**src/hw/bus_pkg.sv**
```systemverilog
// Bus operation encoding, word and mask types, master and slave counts and slave indices
`default_nettype none

package bus_pkg;

	// Level-held bus operation, same encoding as the processor port
	typedef enum logic [1:0] {
		OP_IDLE  = 2'b00,
		OP_WRITE = 2'b01,
		OP_READ  = 2'b10
	} op_e;

	// Word address, the byte address without its two low bits
	typedef logic [29:0] addr_t;
	typedef logic [31:0] data_t;
	typedef logic [3:0]  sel_t;

	localparam int MASTER_COUNT = 2;

	// Slave order also fixes the device table layout
	typedef enum logic [1:0] {
		SLV_DEVTBL  = 2'd0,
		SLV_INTCTRL = 2'd1,
		SLV_RAM     = 2'd2,
		SLV_INVALID = 2'd3
	} slave_e;

	localparam int SLAVE_COUNT = 4;

endpackage

`default_nettype wire
```
**src/hw/soc_map_pkg.sv**
```systemverilog
// Memory map bases and size, device identifiers, SoC identifier, interrupt count, reset commands
`default_nettype none

package soc_map_pkg;

	// Word bases of the 4 KB windows
	localparam bus_pkg::addr_t DEVTBL_BASE  = 30'h000;
	localparam bus_pkg::addr_t INTCTRL_BASE = 30'h400;
	localparam bus_pkg::addr_t RAM_BASE     = 30'h800;

	// Everything from byte address 0x3000 upward is unmapped
	localparam bus_pkg::addr_t INVALID_BASE = 30'hC00;

	// Size in bytes, reported for every slave
	localparam bus_pkg::data_t MAP_SIZE = 32'h0000_1000;

	localparam bus_pkg::data_t DEV_ID_DEVTBL  = 32'd7;
	localparam bus_pkg::data_t DEV_ID_INTCTRL = 32'd3;
	localparam bus_pkg::data_t DEV_ID_RAM     = 32'd1;
	localparam bus_pkg::data_t DEV_ID_INVALID = 32'd0;

	localparam bus_pkg::data_t SOC_ID = 32'd6;

	// Destinations are one per master
	localparam int IRQ_SRC_COUNT = 2;

	// Bit 1 requests a restart, bit 0 alone requests power-off
	typedef enum logic [1:0] {
		RST_NONE     = 2'b00,
		RST_WARM     = 2'b10,
		RST_POWEROFF = 2'b01,
		RST_COLD     = 2'b11
	} rst_cmd_e;

endpackage

`default_nettype wire

```
**src/hw/int_ctrl.sv**
```systemverilog
// Interrupt controller with edge-set pending bits, destination enables and a claim register
`timescale 1ns/1ns
`default_nettype none

module int_ctrl (
	input  wire                                   clk24mhz,
	input  wire                                   rst_p,
	input  wire                                   we_i,
	input  wire                                   re_i,
	input  wire bus_pkg::addr_t                   addr_i,
	input  wire bus_pkg::data_t                   wdata_i,
	output bus_pkg::data_t                        rdata_o,
	input  wire [soc_map_pkg::IRQ_SRC_COUNT-1:0]  irq_src_i,
	output logic [soc_map_pkg::IRQ_SRC_COUNT-1:0] src_ack_o,
	output logic [bus_pkg::MASTER_COUNT-1:0]      irq_dst_o
);

	localparam int SRC_N = soc_map_pkg::IRQ_SRC_COUNT;
	localparam int DST_N = bus_pkg::MASTER_COUNT;

	logic [SRC_N-1:0] src_q;
	logic [SRC_N-1:0] pend_q;
	logic [SRC_N-1:0] claim_clr;
	logic [DST_N-1:0] en_q;
	bus_pkg::data_t   claim_word;
	bus_pkg::data_t   reg_word;
	logic             claim_rd;

	assign claim_rd = re_i && addr_i == bus_pkg::addr_t'(0);

	// Lowest pending source wins, reported as index plus one
	always_comb begin
		claim_word = '0;
		claim_clr  = '0;
		for (int s = SRC_N - 1; s >= 0; s--) begin
			if (pend_q[s]) begin
				claim_word = bus_pkg::data_t'(s + 1);
				claim_clr  = '0;
				claim_clr[s] = claim_rd;
			end
		end
	end

	always_comb begin
		case (addr_i)
			bus_pkg::addr_t'(0): reg_word = claim_word;
			bus_pkg::addr_t'(1): reg_word = bus_pkg::data_t'(en_q);
			bus_pkg::addr_t'(2): reg_word = bus_pkg::data_t'(pend_q);
			default:             reg_word = '0;
		endcase
	end

	always_ff @(posedge clk24mhz) begin
		if (re_i)
			rdata_o <= reg_word;
	end

	// A new edge in the claim cycle is kept pending
	always_ff @(posedge clk24mhz) begin
		if (rst_p) begin
			src_q     <= '0;
			pend_q    <= '0;
			en_q      <= '0;
			src_ack_o <= '0;
		end else begin
			src_q     <= irq_src_i;
			pend_q    <= (pend_q & ~claim_clr) | (irq_src_i & ~src_q);
			src_ack_o <= claim_clr;
			if (we_i && addr_i == bus_pkg::addr_t'(1))
				en_q <= wdata_i[DST_N-1:0];
		end
	end

	assign irq_dst_o = {DST_N{|pend_q}} & en_q;

endmodule

`default_nettype wire

```
**config.mk**
```make
export PLATFORM = sky130hd
export DESIGN_NAME = int_ctrl
export DESIGN_NICKNAME = d
export VERILOG_FILES = /design/src/hw/bus_pkg.sv /design/src/hw/soc_map_pkg.sv /design/src/hw/int_ctrl.sv
export SDC_FILE = /design/constraint.sdc
export NUM_CORES = 1
export LEC_CHECK = 0
export ABC_AREA = 1
export ABC_CLOCK_PERIOD_IN_PS = 1460
export BUFFER_PORTS_ARGS = -buffer_cell sky130_fd_sc_hd__buf_2
export CAP_MARGIN = 30
export CORE_UTILIZATION = 31
export CTS_BUF_LIST = sky130_fd_sc_hd__clkbuf_16
export DETAILED_ROUTE_END_ITERATION = 10
export GPL_ROUTABILITY_DRIVEN = 0
export GPL_TIMING_DRIVEN = 1
export PLACE_DENSITY = 0.85
export SLEW_MARGIN = 10
export SYNTH_ARGS = -nofsm -noshare
export SYNTH_HDL_FRONTEND = slang
export SYNTH_SLANG_ARGS = --single-unit
export TNS_END_PERCENT = 100
```
**constraint.sdc**
```tcl
create_clock -name clk24mhz -period 1.46 [get_ports clk24mhz]
set_clock_uncertainty 0.15 [all_clocks]
set_input_delay 0.146 -clock clk24mhz [delete_from_list [all_inputs] [get_ports clk24mhz]]
set_output_delay 0.146 -clock clk24mhz [all_outputs]
set_load 0.1 [all_outputs]
```
* Word level (Yosys, flattened, before mapping)
Index checks and enable logic that the tools add are counted.
** Word-level totals
- Register bits :: 40
- Input port bits :: 68
- Output and inout port bits :: 36
** Operators by class
- Multiplexer cells :: 5
- Equal/unequal tests :: 2
- Reductions and logical operators :: 4
- Bitwise gates (word level) :: 6
** Operator list (number)
- $pmux 32 s3 :: 1
- $mux 32 :: 1
- $eq 30x1->1 const B :: 1
- $eq 30x2->1 const B :: 1
- $logic_not 30->1 :: 1
- $and 2x2->2 :: 3
- $mux 2 :: 3
- $not 2->2 :: 2
- $logic_and 1x1->1 :: 2
- $or 2x2->2 :: 1
- $reduce_or 2->1 :: 1

* Logic depth before layout (Yosys ltp)
Gate-level depths: netlist (run 1).
- Word-level depth :: 7
- Mapped depth :: 9
- Depth with buffers taken out :: 9

* Worst setup path after synthesis (run 1)
OpenSTA, ideal clock, no wires.
- Path type :: register -> output
- Start point :: reg pend_q[0]
- End point :: out irq_dst_o[0] (netlist bit)
- Slack :: 0.033 ns
- Arrival time :: 1.131 ns
- Cell stages (with the launch flop) :: 2
- Cells stage by stage :: dfxtp_1 -> o21a_1
** Between the ends
- Cells in the longest elaborated chain, start to end :: 2
** RTL lines
- start, declared :: line int_ctrl.sv:22 : logic [SRC_N-1:0] pend_q;
- start signal, assigned :: line int_ctrl.sv:67 : pend_q <= (pend_q & ~claim_clr) | (irq_src_i & ~src_q);
- $reduce_or 2->1 :: line int_ctrl.sv:74 : assign irq_dst_o = {DST_N{|pend_q}} & en_q;
- $and 2x2->2 :: line int_ctrl.sv:74
- end, declared :: line int_ctrl.sv:15 : output logic [bus_pkg::MASTER_COUNT-1:0] irq_dst_o
Every way passes these cells.

* Final worst setup path (run 1)
- Start point :: reg pend_q[0]
- End point :: out irq_dst_o[1] (netlist bit)
Same word-level chain as after synthesis.

==> metrics.md, run 1 <==
| Metric | Value |
|---|---|
| Reg power frac | 24.7% |
| Synthesized flop and latch total | 10 |
| Initial DRC count | 9 |
| Outcome | complete, no violations |
| Global-route wire length before repair | 2.28 mm |
| Post-synth top area share | 27.8% |
| Reg2reg setup slack | 0.41 ns |
| First-pass DRT Iterations | 4 |
| Largest net degree at the start of global routing | 7 |
| Routed length per instance | 7.30 um |
| Remaining antenna violation count | 0 |
| Worst Hold Launch | re_i |
| CTS clk-pin slew, worst paths | 0.04 ns |
| Total negative setup slack | 0 ns |
| FF-to-FF Start | pend_q[1] |
| TritonCTS Buffers | 3 |
| Post-synthesis compound-gate area fraction | 3.09% |
| Area grow syn2layout | 33.5% |
| DRC | 0 |
| Worst reg-to-reg path cell count | 5 |
| Most common cell after layout, fill and taps aside | buf_2 |
| Post-CTS Setup Bufs | 0 |
| Cts hold-fix bufs | 3 |
| Worst hold path stage count | 1 |
| Die area | 0.00282 mm^2 |
| Number of I/O pins | 104 |
| Synth Area in Simple Gates | 35.4% |
| Routed via count | 763 |
| Vias in the first global route | 622 |
| Synth Cell Area | 810 um^2 |
| Int Power | 0.703 mW |
| Fmax | 747 MHz |
| Largest family of logic cells by synthesized area | simple AND/OR/NAND/NOR gates |
| Sw Ratio | 42.3% |
| Post_cts resized | 0 |
| Hold Fails Final Rpt | 0 |
| Max Fanout on Critical Path | 6 |
| Via-to-Cell Ratio | 3.76 |
| Routed WL | 1.48 mm |
| Hold endpoint | rdata_o[0] |
| CP startpoint kind | register |
| Clock sinks | 10 |
| CTS tree | yes |
| Setup crit end kind | primary output |
| Total power per unit cell area | 1130 mW/mm^2 |
| Total gr overflow | 0 |
| Clock root buffer | clkbuf_16 |
| H-tree Lvls | 1 |
| Sequential area share after synthesis | 27.2% |
| Clk pwr share | 38.8% |
| RR Endpoint | pend_q[1] |
| CP arrival | 1.04 ns |
| WHS | 0.00752 ns |
| Layout cells sized above 1 | 29.5% |
| Top cells by area, synth | buf_4 28%, dfxtp_1 20%, nor2_1 13% |
| Static Leak | 0.588 nW |
| Tmin final | 1.34 ns |
| Synth cell types | 15 |
| Worst skew pair latency | 0.23 ns |
| Placement Rows | 18 |
| Placed cell area | 976 um^2 |
| Overall Global Routing Usage | 11.2% |
| Xor-xnor portion of the synthesized cell area | 0% |
| Max clock buf depth | 2 |
| Core region area | 0.00248 mm^2 |
| Synth Instances | 125 |
| Unrepaired setup endpoints after global routing | no |
| Post-Synth Adder-Cell Area | 0% |
| Syn Area/Cell | 6.48 um^2 |
| NetSw | 0.515 mW |
| CP required | 1.16 ns |
| # port buffers | 43 |
| Design area | 0.00108 mm^2 |
| Tcrit/Tclk final | 91.7% |
| Combinational Power Share | 36.5% |
| Die Y | 53.1 um |
| Worst min path class | primary input to register |
| Die width | 53.1 um |
| Max-cap violations | 0 |
| CP Class | register to primary output |
| Detailed placement HPWL | 1.24 mm |
| Antenna violations before repair | 0 |
| Commonest non-fill, non-tap cells in the layout | 41 x buf_2, 30 x conb_1, 28 x nor2_1 |
| Power Total | 1.22 mW |
| Mux cell area share after synthesis | 0% |
| # nets final | 243 |
| Max VDD drop | 644 uV |
| Synth area leader | buf_4 |
| Pins Over Slew Limit | 0 |
| YS warnings | 0 |
| Ant. Diodes | 0 |
| Initial Util | 32.7% |
| Setup violators final | 0 |
[through the flow]
stage | setup slack, ns | std cells | util [%]
2_1_floorplan | 0.0327 | 154 | -
3_3_place_gp | 0.142 | 197 | 39.4
3_5_place_dp | 0.127 | 197 | 39.4
4_1_cts | 0.115 | 203 | 43.6
5_1_grt | 0.0768 | 203 | 43.6
6_report | 0.121 | 203 | 43.6
[synth_stat cells]
cell and instances:
a21oi_1 2, buf_4 30, conb_1 1, dfxtp_1 8, edfxtp_1 2, inv_1 13, nand2_1 26, nand2_2 1
nand3_1 6, nand4_1 1, nor2_1 28, nor2_2 2, nor2_4 2, o21a_1 2, or2_1 1
[cell families (layout without fill, tap and decap cells)]
kind of cell	after synthesis	count (layout)
AO/OA/AOI/OAI	4	4
buffers and inverters	43	62
flip-flops	10	10
other	1	30
AND/OR/NAND/NOR	67	67
[routing by layer]
layer  wire [um]  share of wire (%)  up-vias  global-route usage [%]
li1            -                  -      414                       -
met1         562                 38      311                    9.78
met2         754                 51       34                    21.9
met3         130                8.8        4                    3.45
met4          34                2.3        0                    6.58
met5           0                  0        -                       0
[area by class of cell]
cell class / instances / area (um^2)
Inverter: 13 / 48.8
Tap cell: 30 / 37.5
Multi-Input combinational cell: 101 / 424
Sequential cell: 10 / 220
Fill cell: 260 / 1400
Timing Repair Buffer: 46 / 275
Clock buffer: 3 / 75.1
[worst max-delay path, stage by stage (launching register included)]
cell and delay (ns):
dfxtp_1 0.41, o21a_1 0.21, buf_12 0.19
[power by group through the flow]
stage,registers (mW),logic [mW],clock network [mW]
2_1_floorplan,0.318,0.428,0
3_3_place_gp,0.305,0.435,0
3_5_place_dp,0.306,0.437,0
4_1_cts,0.301,0.443,0.476
5_1_grt,0.302,0.464,0.496
6_report,0.301,0.444,0.472
[flip-flops by register name, indices dropped and copies added (netlist names)]
register   cells
src_q          2
src_ack_o      2
en_q           2
pend_q         2
rdata_o        2
[worst max-delay path by stage]
| stage | from | endpoint | slack, ns | depth (start not counted) |
|---|---|---|---|---|
| 2_1_floorplan | pend_q[0] | irq_dst_o[0] | 0.03 | 1 |
| 3_3_place_gp | addr_i[17] | en_q[1] | 0.14 | 8 |
| 3_5_place_dp | addr_i[17] | pend_q[1] | 0.13 | 8 |
| 4_1_cts | pend_q[0] | irq_dst_o[1] | 0.11 | 2 |
| 5_1_grt | pend_q[0] | irq_dst_o[1] | 0.08 | 2 |
| 6_report | pend_q[0] | irq_dst_o[1] | 0.12 | 2 |
Note: power is estimated with default switching activity, not from simulation.
==> run 2: changes to the inputs <==
--- a/config.mk
+++ b/config.mk
@@ -5,7 +5,6 @@
 export SDC_FILE = /design/constraint.sdc
 export NUM_CORES = 1
 export LEC_CHECK = 0
-export ABC_AREA = 1
 export ABC_CLOCK_PERIOD_IN_PS = 1460
 export BUFFER_PORTS_ARGS = -buffer_cell sky130_fd_sc_hd__buf_2
 export CAP_MARGIN = 30
@@ -14,7 +13,7 @@
 export DETAILED_ROUTE_END_ITERATION = 10
 export GPL_ROUTABILITY_DRIVEN = 0
 export GPL_TIMING_DRIVEN = 1
-export PLACE_DENSITY = 0.85
+export PLACE_DENSITY = 0.86
 export SLEW_MARGIN = 10
 export SYNTH_ARGS = -nofsm -noshare
 export SYNTH_HDL_FRONTEND = slang
==> run 2 against run 1 <==
Final area is 1.3% lower. Via count is 14% lower. Sequential cell count stayed put. Die area is 4.2% lower. Global-route usage is 0.83 points higher. Wire length is 1.0% lower. Total power hardly changed. Worst setup slack worse by 0.049 ns.
==> metrics.md, run 2 <==
| Metric | Value |
|---|---|
| Setup crit end kind | primary output |
| Routed via count | 657 (-14%) |
| Placement Rows | 17 (-1) |
| Synthesized flop and latch total | 10 (unchanged) |
| DRC | 0 (unchanged) |
| CP Class | register to primary output |
| Placed cell area | 978 um^2 (+0.26%) |
| Final WS setup | 0.0723 ns (-0.0487 ns) |
| Max stage delay cell, worst path | dfxtp_1 |
| Number of I/O pins | 104 (unchanged) |
| Outcome | complete, no violations |
| Syn Area/Cell | 9.45 um^2 (+46%) |
| WHS | 0.0363 ns (+0.0288 ns) |
| Fmax | 721 MHz (-3.5%) |
| Total gr overflow | 0 (unchanged) |
| Crit-path cells | o21a_2, buf_12 |
| Post-synth top cells | 30 x buf_4, 8 x dfxtp_1, 7 x nor4_2 |
| Max clock buf depth | 2 (unchanged) |
| CP required | 1.16 ns (about the same) |
| Commonest non-fill, non-tap cells in the layout | 41 x buf_2, 30 x conb_1, 8 x dfxtp_1 |
| Layout cells sized above 1 | 48.5% (+19 points) |
| First-pass DRT Iterations | 1 (-3) |
| CTS tree | yes |
| Static Leak | 0.520 nW (-11%) |
| CP arrival | 1.09 ns (+0.05 ns) |
| Post-CTS Setup Bufs | 0 (unchanged) |
| Detailed placement HPWL | 1.27 mm (+2.7%) |
| H-tree Lvls | 1 (unchanged) |
| Reg power frac | 24.8% (about the same) |
| Routed WL | 1.47 mm (-1.0%) |
| Crit path max-delay family | flip-flops |
| Clk pwr share | 38.5% (-0.3 points) |
| Reg area | 220 um^2 (unchanged) |
| Synth Cell Area | 774 um^2 (-4.3%) |
| Initial DRC count | 0 (-9) |
| Remaining antenna violation count | 0 (unchanged) |
| Via-to-Cell Ratio | 4.06 (+7.9%) |
| Synth Instances | 82 (-34%) |
| Largest net degree at the start of global routing | 9 (+2) |
| Total power per unit cell area | 1140 mW/mm^2 (+1.3%) |
| Post-synth EDFFs | 2 (unchanged) |
| NetSw | 0.510 mW (-0.97%) |
| Post-synth top area share | 29.1% (+1.3 points) |
| YS warnings | 0 (unchanged) |
| Unrepaired setup endpoints after global routing | no |
| Global-route wire length before repair | 2.30 mm (+0.88%) |
| Most common cell after layout, fill and taps aside | buf_2 |
| Core region area | 0.00228 mm^2 (-8.1%) |
| Filler cell count | 208 (-20%) |
| Main synth FF type | dfxtp_1 |
| Max-cap violations | 0 (unchanged) |
| Top cells by area, synth | buf_4 29%, dfxtp_1 21%, nor4_2 11% |
| DP Worst Slack | -0.0582 ns (-0.185 ns) |
| Async SR Flop Fraction | 0% (unchanged) |
| Design area | 0.00107 mm^2 (-1.3%) |
| Die width | 52.0 um (-2.1%) |
| Tmin final | 1.39 ns (+0.0487 ns) |
| Area grow syn2layout | 37.8% |
| Hold Fails Final Rpt | 0 (unchanged) |
| Max Fanout on Critical Path | 8 (+2) |
| Initial Util | 34.0% (+1.4 points) |
| Worst path bufs/invs | 1 (unchanged) |
| Area of the multi-input gates | 433 um^2 (+2.1%) |
| Setup violators final | 0 (unchanged) |
| # port buffers | 43 (unchanged) |
| Synth cell types | 23 (+8) |
| Synth area leader | buf_4 |
| Max VDD drop | 742 uV (+15%) |
| Total negative setup slack | 0 ns (unchanged) |
| Pins Over Slew Limit | 0 (unchanged) |
| Die Y | 52.0 um (-2.1%) |
| Tcrit/Tclk final | 95.1% (+3.3 points) |
| Sequential area share after synthesis | 28.4% (+1.2 points) |
| Overall Global Routing Usage | 12.1% (+0.83 points) |
| TritonCTS Buffers | 3 (unchanged) |
| Clock root buffer | clkbuf_16 |
| Sw Ratio | 41.9% (-0.43 points) |
| Die area | 0.00270 mm^2 (-4.2%) |
| Cell with the most instances after synthesis | buf_4 |
| Antenna violations before repair | 0 (unchanged) |
| Vias in the first global route | 584 (-6.1%) |
| CP startpoint kind | register |
| Clock sinks | 10 (unchanged) |
| Worst min path class | primary input to register |
| Worst skew pair latency | 0.23 ns (about the same) |
| Ant. Diodes | 0 (unchanged) |
| Int Power | 0.708 mW (+0.79%) |
| Slowest Stage Delay on Critical Path | 0.46 ns (+0.05 ns) |
| Routed length per instance | 9.05 um (+24%) |
| # nets final | 203 (-16%) |
| Combinational Power Share | 36.7% (+0.2 points) |
| CTS clk-pin slew, worst paths | 0.04 ns (about the same) |
run 2: cell count changes in the layout (fill, tap and decap cells not counted), moves of 3 or more:
| cell | previous run | this run |
|---|---|---|
| nand2_1 | 26 | 1 |
| buf_4 | 0 | 5 |
| nor2_1 | 28 | 3 |
| nor4_2 | 0 | 7 |
| nand4_1 | 1 | 4 |
| nand3b_1 | 0 | 3 |
| nor2b_1 | 0 | 3 |
| inv_1 | 13 | 3 |
| nand3_1 | 6 | 0 |
run 2: final timing paths:
check                               endpoint  slack (ns)  cells past startpoint  startpoint
worst max-delay path            irq_dst_o[0]        0.07                      2   pend_q[0]
worst min-delay path              rdata_o[0]        0.04                      1        re_i
worst max register to register    rdata_o[1]        0.37                      3   pend_q[0]
worst min register to register     pend_q[0]        0.32                      2    src_q[0]
run 2: worst reg2reg max path, cell delays in order (launching register included):
cell	delay, ns
dfxtp_1	0.46
nand2b_1	0.09
nand3b_1	0.08
a21oi_1	0.06
run 2: cell families (layout without fill, tap and decap cells):
kind of cell	Yosys count	count (layout)	synth area share (%)
compound gates	10	10	8.40
buf+inv	32	55	30.0
flops	10	10	28.4
other cells	1	30	0.484
simple gates	29	29	32.6
run 2: metrics by stage:
| step | util (%) | std cells | power [mW] |
|---|---|---|---|
| 4_1_cts | 46.9 | 162 | 1.23 |
| 5_1_grt | 46.9 | 162 | 1.27 |
| 3_5_place_dp | 43.0 | 157 | 0.750 |
| 3_3_place_gp | 43.0 | 157 | 0.748 |
| 2_1_floorplan | - | 111 | 0.742 |
| 6_report | 46.9 | 162 | 1.22 |
run 2: power groups by stage:
| stage | Sequential [mW] | Clock (mW) | Combinational [mW] |
|---|---|---|---|
| floorplan | 0.319 | 0 | 0.423 |
| global placement | 0.306 | 0 | 0.442 |
| detailed placement | 0.306 | 0 | 0.444 |
| CTS | 0.302 | 0.483 | 0.446 |
| global route | 0.303 | 0.501 | 0.462 |
| finish | 0.302 | 0.469 | 0.447 |
run 2: final cells by class:
type	instances	share of cell area [%]
clock buffers	3	7.03
clock inverters	1	0.352
inverters	2	0.703
multi-input cells	69	40.6
flip-flops and latches	10	20.6
well taps	28	3.28
repair buffers	49	27.4
run 2: metal layers:
layer | vias to the layer above | global-route usage (%) | routed length [um]
li1 | 340 | - | -
met1 | 270 | 11.2 | 570
met2 | 47 | 22.9 | 725
met3 | 0 | 4.39 | 170
met4 | 0 | 5.41 | 0
met5 | - | 0 | 0
run 2: what timing repair did:
action,4_1_cts,5_1_grt
setup endpoints to repair,0,0
resized for setup,0,0
hold buffers,1,0
endpoints found under the hold margin,1,0
