<file path="config.mk">
export PLATFORM = sky130hd
export DESIGN_NAME = bus_arbiter
export DESIGN_NICKNAME = d
export VERILOG_FILES = /design/src/hw/bus_pkg.sv /design/src/hw/bus_arbiter.sv
export SDC_FILE = /design/constraint.sdc
export NUM_CORES = 1
export LEC_CHECK = 0
export BUFFER_PORTS_ARGS = -buffer_cell sky130_fd_sc_hd__buf_2
export CAP_MARGIN = 15
export CORE_AREA = 2 2 82 84
export CTS_CLUSTER_DIAMETER = 200
export DETAILED_ROUTE_END_ITERATION = 6
export DIE_AREA = 0 0 84 86
export SLEW_MARGIN = 30
export SYNTH_ARGS = -nofsm -noshare
export SYNTH_HDL_FRONTEND = slang
export SYNTH_SLANG_ARGS = --single-unit
</file>
<file path="constraint.sdc">
create_clock -name clk24mhz -period 1.8 [get_ports clk24mhz]
set_input_delay 0.27 -clock clk24mhz [delete_from_list [all_inputs] [get_ports clk24mhz]]
set_output_delay 0.27 -clock clk24mhz [all_outputs]
set_load 0.005 [all_outputs]
</file>
<file path="src/hw/bus_pkg.sv">
// Bus operation encoding, word and mask types, master and slave counts and slave indices
`default_nettype none

package bus_pkg;

	// Level-held bus operation, same encoding as the processor port
	typedef enum logic [1:0] {
		OP_IDLE  = 2'b00,
		OP_WRITE = 2'b01,
		OP_READ  = 2'b10
	} op_e;

	// Word address, the byte address without its two low bits
	typedef logic [29:0] addr_t;
	typedef logic [31:0] data_t;
	typedef logic [3:0]  sel_t;

	localparam int MASTER_COUNT = 2;

	// Slave order also fixes the device table layout
	typedef enum logic [1:0] {
		SLV_DEVTBL  = 2'd0,
		SLV_INTCTRL = 2'd1,
		SLV_RAM     = 2'd2,
		SLV_INVALID = 2'd3
	} slave_e;

	localparam int SLAVE_COUNT = 4;

endpackage

`default_nettype wire
</file>
<file path="src/hw/bus_arbiter.sv">
// Round-robin arbiter muxing two master ports onto the shared bus
`timescale 1ns/1ns
`default_nettype none

module bus_arbiter (
	input  wire                              clk24mhz,
	input  wire                              rst_p,
	input  wire bus_pkg::op_e                m_op_i    [bus_pkg::MASTER_COUNT],
	input  wire bus_pkg::addr_t              m_addr_i  [bus_pkg::MASTER_COUNT],
	input  wire bus_pkg::data_t              m_wdata_i [bus_pkg::MASTER_COUNT],
	input  wire bus_pkg::sel_t               m_sel_i   [bus_pkg::MASTER_COUNT],
	output logic [bus_pkg::MASTER_COUNT-1:0] m_rdy_o,
	output bus_pkg::op_e                     bus_op_o,
	output bus_pkg::addr_t                   bus_addr_o,
	output bus_pkg::data_t                   bus_wdata_o,
	output bus_pkg::sel_t                    bus_sel_o,
	input  wire                              bus_rdy_i
);

	localparam int IDX_W = $clog2(bus_pkg::MASTER_COUNT);
	typedef logic [IDX_W-1:0] midx_t;

	midx_t gnt_q;
	midx_t cur;
	midx_t nxt;
	logic  accept;

	// An idle owner hands the bus over in the same cycle
	always_comb begin
		cur = gnt_q;
		if (m_op_i[gnt_q] == bus_pkg::OP_IDLE &&
				m_op_i[midx_t'(gnt_q + 1'b1)] != bus_pkg::OP_IDLE) begin
			cur = midx_t'(gnt_q + 1'b1);
		end
		nxt = midx_t'(cur + 1'b1);
	end

	// No master is served while the system reset is active
	assign bus_op_o    = rst_p ? bus_pkg::OP_IDLE : m_op_i[cur];
	assign bus_addr_o  = m_addr_i[cur];
	assign bus_wdata_o = m_wdata_i[cur];
	assign bus_sel_o   = m_sel_i[cur];

	assign accept = bus_rdy_i && bus_op_o != bus_pkg::OP_IDLE;

	always_comb begin
		for (int m = 0; m < bus_pkg::MASTER_COUNT; m++) begin
			m_rdy_o[m] = accept && cur == midx_t'(m);
		end
	end

	// After an accepted transfer the other master gets its turn
	always_ff @(posedge clk24mhz) begin
		if (rst_p) begin
			gnt_q <= '0;
		end else begin
			if (accept && m_op_i[nxt] != bus_pkg::OP_IDLE)
				gnt_q <= nxt;
			else
				gnt_q <= cur;
		end
	end

endmodule

`default_nettype wire

</file>
=== Yosys cells after proc, flatten, opt, wreduce, memory -nomap -nowiden ===
Index checks and enable logic that the tools add are counted.

* Register bits after elaboration: 1
* Bits in latches: 0
* RAM bits: 0
* Bits in read-only memories: 0
* Bits of input ports: 139
* Output and inout port bits: 70
* Memories kept: 0

* Add/sub/neg operators: 2
* Multipliers: 0
* Divide/modulo/power cells: 0
* $lt $le $gt $ge: 4
* Equality and inequality tests: 0
* Shift operators: 0
* Multiplexer cells: 24
* Bitwise logic cells: 5
* Reductions and logical operators: 9

{| class="wikitable"
|+ Operator list
! operator !! number
|-
| $mux 32 || 3
|-
| $mux 30 || 3
|-
| $mux 2 || 13
|-
| $mux 4 || 3
|-
| $ge 2x2->1 const B || 4
|-
| $not 1->2 || 4
|-
| $reduce_bool 2->1 || 3
|-
| $logic_and 1x1->1 || 5
|-
| $add 1x1->1 const B || 2
|-
| $logic_not 2->1 || 1
|-
| $mux 1 || 2
|-
| $not 1->1 || 1
|}

=== Depth between registers and ports, before layout ===
Gate-level depths: netlist of the first run.

* Depth in word-level cells: 17
* Depth in mapped cells: 5
* Depth with buffers taken out: 3

=== Least setup slack after synthesis of the first run ===
No wires, ideal clock.

* Path kind: input-to-output
* From: in m_op_i[2] (netlist name)
* To: out bus_addr_o[11]
* Data arrival time: 1.335 ns
* Required time: 1.530 ns
* Path slack: 0.195 ns
* Cell stages on the path: 5
* Cell sequence: or2_4 a21oi_2 buf_6 buf_8 mux2_1

* Longest elaborated chain between the ends: 10

{| class="wikitable"
|+ RTL lines
! item !! RTL line !! text
|-
| start, declared || bus_arbiter.sv:8 || <nowiki>input wire bus_pkg::op_e m_op_i [bus_pkg::MASTER_COUNT],</nowiki>
|-
| $mux 2 (on tied branches) (3 in a row) || bus_arbiter.sv:31, bus_arbiter.sv:32 ||
|-
| $logic_not 2->1 or $reduce_bool 2->1 (tied branches) || bus_arbiter.sv:31, bus_arbiter.sv:32 ||
|-
| $logic_and 1x1->1 * || bus_arbiter.sv:31 || <nowiki>if (m_op_i[gnt_q] == bus_pkg::OP_IDLE &&</nowiki>
|-
| $mux 1 * || bus_arbiter.sv:31 ||
|-
| $not 1->2 (implied by the code) * || bus_arbiter.sv:40 || <nowiki>assign bus_addr_o = m_addr_i[cur];</nowiki>
|-
| $mux 30 (implied by the code) * (3 in a row) || bus_arbiter.sv:40 ||
|-
| end, declared || bus_arbiter.sv:14 || <nowiki>output bus_pkg::addr_t bus_addr_o,</nowiki>
|}

Every way passes the cells marked *; elsewhere a longest branch is shown, timed or not. The select of a mux whose other input is x is not followed.

=== Worst setup path in the final report of the first run ===
* From: in m_op_i[2] (netlist name)
* To: out bus_wdata_o[13]

* Longest elaborated chain between the ends: 10

{| class="wikitable"
|+ RTL lines
! item !! RTL line !! text
|-
| $mux 2 (on tied branches) (3 in a row) || bus_arbiter.sv:31, bus_arbiter.sv:32 ||
|-
| $logic_not 2->1 or $reduce_bool 2->1 (tied branches) || bus_arbiter.sv:31, bus_arbiter.sv:32 ||
|-
| $logic_and 1x1->1 * || bus_arbiter.sv:31 ||
|-
| $mux 1 * || bus_arbiter.sv:31 ||
|-
| $not 1->2 (implied by the code) * || bus_arbiter.sv:41 || <nowiki>assign bus_wdata_o = m_wdata_i[cur];</nowiki>
|-
| $mux 32 (implied by the code) * (3 in a row) || bus_arbiter.sv:41 ||
|-
| end, declared || bus_arbiter.sv:15 || <nowiki>output bus_pkg::data_t bus_wdata_o,</nowiki>
|}

Marks and branches as above.

==> results of run 1 <==
metrics by stage:
step,utilization [%],power (mW),area (µm²),setup TNS [ps],setup slack [ps]
after CTS,40.8,0.926,2560,-1540,-45.7
after detailed placement,33.7,0.647,2110,-4140,-113
after global routing,47.8,1.26,3000,-5060,-105
after global placement,33.7,0.637,2110,-2140,-100
final,47.8,1.19,3000,-1740,-56.8
after floorplan,-,0.322,972,0,195
synthesized netlist by cell type:
library cell	number	share of area, %
a21oi_2	1	0.90
dfxtp_1	1	2.1
nor2_1	3	1.2
nor3_1	1	0.51
or2_4	1	0.90
a31o_2	1	0.90
mux2_1	66	76
a21oi_1	1	0.51
nand2_1	4	1.5
a211oi_1	3	2.3
o221a_2	1	1.2
o21ai_1	1	0.51
buf_6	1	1.2
a21boi_0	1	0.77
buf_2	2	1.0
inv_1	2	0.77
o21ai_0	1	0.51
nand2b_1	1	0.64
buf_8	4	6.2
tightest hold or removal path: stages:
cell and delay [ps]:
buf_2 130, inv_1 90, a31o_2 150
where the power goes:
group	switching (mW)	internal, mW	total (mW)
Combinational	0.370	0.791	1.16
Sequential	0.00259	0.0250	0.0276
Clock	0	0	0
Total	0.373	0.816	1.19
cell type report:
| cell class | instances | share of cell area (%) |
|---|---|---|
| tap | 77 | 3.21 |
| sequential | 1 | 0.667 |
| timing repair buffer | 226 | 58.7 |
| multi-input combinational | 86 | 37.2 |
| inverter | 2 | 0.250 |
cell families after synthesis:
logic type,after synthesis
simple gates,10
flops,1
mux,66
buf+inv,9
compound gates,10
what timing repair did:
| item | in CTS | in global routing |
|---|---|---|
| buffers inserted | 3 | 0 |
| resized for setup | 68 | 69 |
| setup endpoints to repair | 66 | 66 |
| cloned | 4 | 4 |
| pin swaps | 1 | 0 |
path summary, 6_finish.rpt:
| path | from | end | slack [ps] | cells after the start |
|---|---|---|---|---|
| max | m_op_i[2] | bus_wdata_o[13] | -60 | 7 |
| min | rst_p | gnt_q | 680 | 3 |
| max reg2reg | gnt_q | gnt_q | 770 | 4 |
| min reg2reg | gnt_q | gnt_q | 700 | 2 |
per-layer routing:
metal  share of wire (%)  GRT usage, %  wire (µm)  up-vias
met3                 8.4          1.83        509        8
met1                  36          14.5       2220      775
met2                  54          28.0       3250      117
met5                   0             0          0        -
met4                 1.5          1.76         94        0
li1                    -             -          -      810
==> results.rst, run 1 <==
.. list-table::
   :header-rows: 1

   * - Metric
     - Value
   * - Data required time of the worst path
     - 1530 ps
   * - Transition time at the pin with the least slew margin
     - 244 ps
   * - Worst slew margin relative to its limit
     - 83.7%
   * - Hold Buf Count CTS
     - 0
   * - Data arrival at the endpoint of the critical path
     - 1590 ps
   * - Port-buffer cells
     - 208
   * - Worst slack on hold paths
     - 679 ps
   * - Number of DRC violations after detailed-routing iteration 0
     - 21
   * - Maximum clock frequency
     - 539 MHz
   * - Wire length per cell after detailed routing
     - 15.5 µm
   * - CP endpoint kind
     - primary output
   * - Post-Synth XOR/XNOR Area
     - 0%
   * - Wire length of the first global-routing pass
     - 8.07 mm
   * - Final RePlAce weighted congestion
     - 0.793
   * - Part of the Yosys area used for sequential elements
     - 2.06%
   * - Final number of max-transition violations
     - 0
   * - Count of different cell masters after synthesis
     - 19
   * - Global router's overall resource usage
     - 13.4%
   * - Vias
     - 1,710
   * - Final net count
     - 456
   * - Status
     - finished, violations left
   * - P_leak
     - 1.67 nW
   * - Vertical die dimension
     - 86 µm
   * - Post-detail-place hpwl
     - 4.06 mm
   * - Simple logic cell fraction of the synthesized area
     - 4.76%
   * - Cell with the largest stage delay on the worst path
     - mux2_1
   * - Final cycle utilization of the critical path
     - 103%
   * - Minimum clock period
     - 1860 ps
   * - Slack of the critical path
     - -56.8 ps
   * - Maximum number of pins on one net before global-route repair
     - 18
   * - Number of flip-flops under the largest register name
     - 1
   * - Cell count after synthesis
     - 96
   * - Post-Synth Adder-Cell Area
     - 0%
   * - Antenna cell count
     - 0
   * - Clock network latency to the later pin of the worst-skew pair
     - 0 ps
   * - Category of the worst setup path launch point
     - primary input
   * - Top-Level Pins
     - 209
   * - Mean area per synthesized cell
     - 10.1 µm²
   * - Unrepaired setup endpoints after global routing
     - true
   * - Cell area after synthesis
     - 972 µm²
   * - Dominant cell type by count on the critical path
     - buf_6
   * - Register area
     - 20.0 µm²
   * - Final setup violation count
     - 61
   * - Die Width
     - 84 µm
   * - Power per cell area
     - 396 mW/mm²
   * - Largest regs
     - gnt_q: 1 flops
   * - Post-route insts no fill
     - 392
   * - Combined area of the multi-input logic cells
     - 0.00112 mm²
   * - Worst path top cell family by delay
     - buffers and inverters
   * - Fraction of final layout cells sized beyond drive strength 1
     - 93.7%
   * - Ordered list of cells on the worst path
     - buf_6, or2_4, a21oi_4, buf_6, clkbuf_16, mux2_1, buf_2
   * - Multiplexer area fraction after synthesis
     - 76.4%
   * - 1st-pass router iterations
     - 4
   * - Leading cell type in the layout, fill and taps excluded
     - buf_2
   * - Number of nets with antenna violations after routing
     - 0
   * - Commonest non-fill, non-tap cells in the layout
     - buf_2 (146), buf_6 (64), mux2_4 (63)
   * - Synthesized flop and latch total
     - 1
   * - Number of antenna violations at the first check in global routing
     - 0
   * - Count of max-cap constraint violations
     - 0
   * - Die outline area
     - 0.00722 mm²
   * - Count of buffering cells on the critical path with inverters included
     - 4
   * - Initial core utilization
     - 15.5%
   * - Max incr delay on CP
     - 310 ps
   * - Peak ir drop on the vdd network
     - 0.000249 V
   * - Path type of the worst setup path
     - in2out
   * - Net Count, Synth
     - 235
   * - Clock-pin slew on the worst setup and hold paths
     - 0 ps
   * - Worst-case clock skew
     - 0 ps
   * - Number of global-route vias before repair
     - 1,759
   * - Synthesis-to-finish area growth
     - 209%
   * - Standard-cell rows
     - 29
   * - Register bank with the most flops
     - gnt_q
   * - Largest family of logic cells by synthesized area
     - multiplexers
   * - Number of placed instances, taps included
     - 381
   * - Maximum fanout encountered on the critical timing path
     - 8
   * - Gr ovfl total
     - 0
   * - Hold violation total from the final report
     - 0
   * - Sum of routed wire length over all layers
     - 6.07 mm
   * - Placeable Area
     - 0.00628 mm²
   * - Fill cell total of the finished layout
     - 590
   * - Kind of path behind the tightest hold check
     - in2reg
   * - Violated checks
     - setup timing
   * - DRC violations left
     - 0
   * - Ratio of routed vias to standard cells
     - 4.36
   * - Number of synthesis warnings
     - 0
   * - Compound-gate portion of the synthesized area
     - 7.59%
No activity file was read; power rests on OpenSTA's default activity.
==> run 2, diff against run 1 <==
- ABC_AREA: default -> 1
==> results.rst, run 2 <==
.. list-table::
   :header-rows: 1

   * - Metric
     - Value
   * - Unrepaired setup endpoints after global routing
     - false
   * - Die Width
     - 84 µm
   * - Vertical die dimension
     - 86 µm
   * - Hold path start
     - rst_p
   * - Initial core utilization
     - 16.0%
   * - Number of synthesis warnings
     - 0
   * - Number of antenna violations at the first check in global routing
     - 1
   * - Vias
     - 2,069
   * - Power per cell area
     - 376 mW/mm²
   * - Data arrival at the endpoint of the critical path
     - 1390 ps
   * - Worst slew margin relative to its limit
     - 85.8%
   * - Post-detail-place hpwl
     - 4.16 mm
   * - Worst-case clock skew
     - 0 ps
   * - Ratio of routed vias to standard cells
     - 3.97
   * - Final RePlAce weighted congestion
     - 0.738
   * - Most instantiated library cell after synthesis
     - nand2_1
   * - Count of max-cap constraint violations
     - 0
   * - Fill cell total of the finished layout
     - 722
   * - Worst-case register-to-register setup slack
     - 580 ps
   * - Maximum number of pins on one net before global-route repair
     - 36
   * - Origin of the critical flop-to-flop path
     - gnt_q
   * - Utilization after layout
     - 34.0%
   * - Synthesis-to-finish area growth
     - 112%
   * - Slack of the critical path
     - 143 ps
   * - Count of different cell masters after synthesis
     - 16
   * - Fraction of final layout cells sized beyond drive strength 1
     - 49.1%
   * - Total negative setup slack
     - 0 ps
   * - Synthesized flop and latch total
     - 1
   * - Standard-cell rows
     - 29
   * - Total Power
     - 0.803 mW
   * - Final cycle utilization of the critical path
     - 92.0%
   * - Maximum clock frequency
     - 604 MHz
   * - Count of flip-flops with a built-in enable after synthesis
     - 0
   * - Status
     - complete, no violations
   * - Dpl ws
     - 105 ps
   * - Post CTS Setup Buffer Count
     - 0
   * - Combined area of the multi-input logic cells
     - 861 µm²
   * - Number of global-route vias before repair
     - 1,868
   * - Synth top area share
     - 78.3%
   * - Wire length of the first global-routing pass
     - 7.57 mm
   * - RR Endpoint
     - gnt_q
   * - Hold Buf Count CTS
     - 0
   * - Min-Delay Endpoint
     - gnt_q
   * - Number of DRC violations after detailed-routing iteration 0
     - 55
   * - Transition time at the pin with the least slew margin
     - 214 ps
   * - Largest regs
     - gnt_q: 1 flops
   * - Global router's overall resource usage
     - 11.8%
   * - Cell count after synthesis
     - 245
   * - Part of the Yosys area used for sequential elements
     - 1.99%
   * - Final number of max-transition violations
     - 0
   * - Placeable Area
     - 0.00628 mm²
   * - Final net count
     - 585
   * - Biggest area contributors in the synthesized netlist
     - nand2_1 (78%), buf_2 (4.0%), buf_6 (3.4%)
   * - Kind of path behind the tightest hold check
     - in2reg
   * - Port-buffer cells
     - 208
   * - Top-Level Pins
     - 209
   * - Register area
     - 20.0 µm²
   * - Non-Filler Cell Area, Final
     - 0.00214 mm²
   * - Die outline area
     - 0.00722 mm²
   * - Worst hold path depth
     - 4
   * - Net Count, Synth
     - 384
   * - Commonest cells in the netlist
     - nand2_1 (210), buf_2 (8), inv_1 (6)
   * - Number of nets with antenna violations after routing
     - 0
   * - Register bank with the most flops
     - gnt_q
   * - CP endpoint kind
     - primary output
   * - DP Area
     - 0.00212 mm²
   * - Gr ovfl total
     - 0
   * - Commonest non-fill, non-tap cells in the layout
     - nand2_1 (210), buf_2 (208), inv_1 (6), nor2_1 (4), buf_12 (3)
   * - Minimum clock period
     - 1660 ps
   * - Sum of routed wire length over all layers
     - 4.77 mm
   * - Peak ir drop on the vdd network
     - 0.000161 V
   * - Antenna cell count
     - 0
   * - Wire length per cell after detailed routing
     - 9.16 µm
   * - 1st-pass router iterations
     - 4
   * - Maximum fanout encountered on the critical timing path
     - 26
   * - Category of the worst setup path launch point
     - primary input
   * - Data required time of the worst path
     - 1530 ps
   * - Depth of the most critical reg-to-reg path
     - 10
   * - Clock network latency to the later pin of the worst-skew pair
     - 0 ps
   * - P_leak
     - 1.56 nW
   * - Cell area after synthesis
     - 0.00101 mm²
   * - Mean area per synthesized cell
     - 4.11 µm²
   * - Post-synthesis async set-or-reset flop share
     - 0%
   * - Hold violation total from the final report
     - 0
   * - Final setup violation count
     - 0
   * - Clock-pin slew on the worst setup and hold paths
     - 0 ps
   * - Primary FF master, synth
     - dfxtp_1
   * - DRC violations left
     - 0
   * - Number of flip-flops under the largest register name
     - 1
   * - Leading cell type in the layout, fill and taps excluded
     - nand2_1
   * - Largest area contributor in the synthesized netlist
     - nand2_1
   * - Path type of the worst setup path
     - in2out
[run 2: changes by cell type after synthesis, moves of 2 or more]
cell / before / now
a211oi_1: 3 / 0
buf_2: 2 / 8
buf_6: 1 / 3
buf_8: 4 / 1
clkbuf_1: 0 / 2
inv_1: 2 / 6
inv_2: 0 / 2
mux2_1: 66 / 0
nand2_1: 4 / 210
[run 2: where the power goes]
part / internal (mW) / switching, mW
Sequential: 0.0251 / 0.00133
Combinational: 0.389 / 0.387
Clock: 0 / 0
Total: 0.414 / 0.389
[run 2: critical path: stages]
cell,delay (ps)
buf_2,100
or2_1,230
and2_4,160
inv_2,60
nand2_4,60
inv_4,100
buf_12,160
nand2_1,70
nand2_1,50
buf_2,110
[run 2: timing repair]
item,in CTS,in global routing
setup endpoints to repair,0,46
resized for setup,0,4
endpoints found under the hold margin,0,0
[run 2: worst max-delay path by stage]
stage / end / cells after the start / slack [ps] / startpoint
5_1_grt: bus_addr_o[11] / 9 / 20 / m_op_i[2]
3_5_place_dp: bus_wdata_o[28] / 10 / 110 / m_op_i[0]
6_report: bus_wdata_o[28] / 10 / 140 / m_op_i[0]
4_1_cts: bus_wdata_o[28] / 10 / 100 / m_op_i[0]
2_1_floorplan: bus_addr_o[22] / 9 / 350 / m_op_i[0]
3_3_place_gp: bus_addr_o[15] / 10 / 100 / m_op_i[0]
[run 2: kinds of logic (layout without fill, tap and decap cells)]
logic type      count (synthesis)  after routing  synth area share (%)
flops                           1              1                  1.99
simple gates                  219            219                  83.6
buf+inv                        22            221                  12.5
compound gates                  3              3                  1.86
[run 2: per-layer routing]
layer / vias up / routed length (µm) / global-route usage [%] / share of wire [%]
li1: 1117 / - / - / -
met1: 825 / 1750 / 12.7 / 37
met2: 123 / 2460 / 25.2 / 52
met3: 2 / 551 / 1.92 / 12
met4: 2 / 0 / 0 / 0
met5: - / 16 / 0 / 0.34
[run 2: final cells by class]
class	instances	share of cell area, %
Multi-Input combinational cell	222	40.3
Timing Repair Buffer	213	52.8
Tap cell	77	4.51
Sequential cell	1	0.937
Inverter	8	1.52
[run 2: per-stage QoR]
| step | std cells | hold slack, ps |
|---|---|---|
| final | 521 | 560 |
| after CTS | 521 | 569 |
| after floorplan | 245 | 441 |
| after detailed placement | 521 | 569 |
| after global routing | 521 | 588 |
| after global placement | 521 | 562 |
==> run 3, diff against run 2 <==
- CORE_AREA: 2 2 82 84 -> 5 5 78 80
- DIE_AREA: 0 0 84 86 -> 0 0 83 85
- PLACE_DENSITY: default -> 0.69
- clock period: 1.8 -> 1.4 ns (I/O delays scaled with it)
==> results.rst, run 3 (synthesis results as in run 2) <==
.. list-table::
   :header-rows: 1

   * - Metric
     - Value
   * - Clock network latency to the later pin of the worst-skew pair
     - 0 ps
   * - Final net count
     - 594
   * - Final RePlAce weighted congestion
     - 0.876
   * - Dominant cell type by count on the critical path
     - nand2_1
   * - Final cycle utilization of the critical path
     - 114%
   * - Part of the total power dissipated in the clock network
     - 0%
   * - Number of DRC violations after detailed-routing iteration 0
     - 46
   * - Clock-pin slew on the worst setup and hold paths
     - 0 ps
   * - Wire length per cell after detailed routing
     - 11.7 µm
   * - Placeable Area
     - 0.00534 mm²
   * - Worst slew margin relative to its limit
     - 89.7%
   * - Relative contribution of sequential cells to total power
     - 2.7%
   * - Number of global-route vias before repair
     - 2,146
   * - Register bank with the most flops
     - gnt_q
   * - Fraction of final layout cells sized beyond drive strength 1
     - 53.9%
   * - Combinational power share
     - 97.3%
   * - Ratio of routed vias to standard cells
     - 4.21
   * - Die Width
     - 83 µm
   * - DRC violations left
     - 0
   * - Die outline area
     - 0.00706 mm²
   * - Top-Level Pins
     - 209
   * - Kind of path behind the tightest hold check
     - in2reg
   * - DP Area
     - 0.00214 mm²
   * - Ordered list of cells on the worst path
     - buf_6, or2_1, and2_4, inv_4, nand2_4, buf_12, clkbuf_16, nand2_1, nand2_1, buf_2
   * - Worst-case clock skew
     - 0 ps
   * - Status
     - finished, violations left
   * - Number of antenna violations at the first check in global routing
     - 0
   * - Hold Buf Count CTS
     - 0
   * - Global router's overall resource usage
     - 14.7%
   * - Cell internal power dissipation
     - 0.674 mW
   * - Maximum fanout encountered on the critical timing path
     - 15
   * - Path type of the worst setup path
     - in2out
   * - Transition time at the pin with the least slew margin
     - 152 ps
   * - Synthesis-to-finish area growth
     - 138%
   * - 1st-pass router iterations
     - 4
   * - Vias
     - 2,212
   * - Standard-cell rows
     - 27
   * - Violated checks
     - setup timing
   * - Largest regs
     - gnt_q: 1 flops
   * - Maximum clock frequency
     - 626 MHz
   * - Antenna cell count
     - 0
   * - CP endpoint kind
     - primary output
   * - Final number of max-transition violations
     - 0
   * - Hold path start
     - rst_p
   * - Slack of the critical path
     - -197 ps
   * - RR Endpoint
     - gnt_q
   * - Min-Delay Endpoint
     - gnt_q
   * - Data arrival at the endpoint of the critical path
     - 1390 ps
   * - Vertical die dimension
     - 85 µm
   * - Maximum number of pins on one net before global-route repair
     - 38
   * - Cell with the largest stage delay on the worst path
     - or2_1
   * - Unrepaired setup endpoints after global routing
     - true
   * - Commonest non-fill, non-tap cells in the layout
     - buf_2 (205), nand2_1 (193), nand2_2 (16), inv_1 (6)
   * - P_leak
     - 1.67 nW
   * - Number of nets with antenna violations after routing
     - 0
   * - Category of the worst setup path launch point
     - primary input
   * - Hold violation total from the final report
     - 0
   * - Leading cell type in the layout, fill and taps excluded
     - buf_2
   * - Minimum clock period
     - 1600 ps
   * - Count of max-cap constraint violations
     - 0
   * - Switching pwr
     - 0.590 mW
   * - Gr ovfl total
     - 0
   * - Non-Filler Cell Area, Final
     - 0.00239 mm²
   * - Post-detail-place hpwl
     - 4.54 mm
   * - Switching share of power
     - 46.7%
   * - Peak ir drop on the vdd network
     - 0.000188 V
   * - Power per cell area
     - 528 mW/mm²
   * - Worst-case register-to-register setup slack
     - 160 ps
   * - Initial core utilization
     - 18.9%
   * - Data required time of the worst path
     - 1190 ps
   * - Origin of the critical flop-to-flop path
     - gnt_q
   * - Count of buffering cells on the critical path with inverters included
     - 5
   * - Wire length of the first global-routing pass
     - 9.21 mm
   * - Total Power
     - 1.26 mW
   * - Max incr delay on CP
     - 240 ps
   * - Worst hold path depth
     - 4
   * - Final setup violation count
     - 68
   * - Sum of routed wire length over all layers
     - 6.16 mm
   * - Number of flip-flops under the largest register name
     - 1
   * - Port-buffer cells
     - 208
   * - Worst path top cell family by delay
     - buffers and inverters
   * - Depth of the most critical reg-to-reg path
     - 10
run 3: cell count changes in the layout (fill, tap and decap cells not counted), sizes merged:
cell | previous run | this run
inv | 8 | 7
buf | 213 | 220
clkbuf | 0 | 2
clkinv | 0 | 1
run 3: how the worst max path moves through the flow:
stage               from              end  slack (ps)  cells past startpoint
2_1_floorplan  m_op_i[0]   bus_addr_o[22]          70                      9
6_report       m_op_i[0]   bus_wdata_o[6]        -200                     10
5_1_grt        m_op_i[0]  bus_wdata_o[16]        -240                     10
4_1_cts        m_op_i[0]   bus_addr_o[29]        -200                     10
3_5_place_dp   m_op_i[0]   bus_addr_o[29]        -240                     10
3_3_place_gp   m_op_i[0]  bus_wdata_o[25]        -230                     10
run 3: power by group through the flow:
stage	logic [mW]	registers, mW	clock network, mW
detailed placement	1.02	0.0337	0
global placement	1.02	0.0336	0
finish	1.23	0.0337	0
global route	1.38	0.0344	0
CTS	1.16	0.0337	0
floorplan	0.488	0.0334	0
run 3: what timing repair did:
item / 4_1_cts / 5_1_grt
setup endpoints to repair: 69 / 69
pin swaps: 1 / 3
buffers inserted: 2 / 1
gates resized for setup: 16 / 15
gates cloned: 3 / 3
run 3: per-layer routing:
| metal | GRT usage (%) | vias to the layer above | wire [µm] | part of all wire (%) |
|---|---|---|---|---|
| met3 | 4.37 | 9 | 653 | 11 |
| met5 | 0 | - | 0 | 0 |
| met1 | 14.9 | 927 | 2290 | 37 |
| li1 | - | 1138 | - | - |
| met2 | 29.8 | 138 | 3130 | 51 |
| met4 | 2.67 | 0 | 87 | 1.4 |
run 3: stage by stage:
stage | utilization [%] | setup TNS (ps) | hold WS [ps] | setup slack [ps] | std cells
detailed placement | 40.0 | -12300 | 486 | -238 | 517
floorplan | - | 0 | 381 | 69.1 | 245
global placement | 40.0 | -11320 | 482 | -226 | 517
CTS | 42.9 | -10180 | 486 | -199 | 522
global route | 44.8 | -14770 | 514 | -244 | 525
finish | 44.8 | -11270 | 481 | -197 | 525
run 3: area by class of cell:
cell class	count	area, µm²
sequential	1	20.0
timing repair buffer	222	1330
inverter	8	45.0
fill	561	2940
multi-input combinational	222	908
tap	72	90.1
run 3: worst reg2reg max path, cell delays in order (launching register included):
cell and delay, ps:
dfxtp_1 300, inv_1 60, o21ai_2 60, and2_4 170
inv_4 30, nand2_4 100, clkinv_8 100, buf_16 170
nand2_1 70, inv_1 30, nor2_1 70
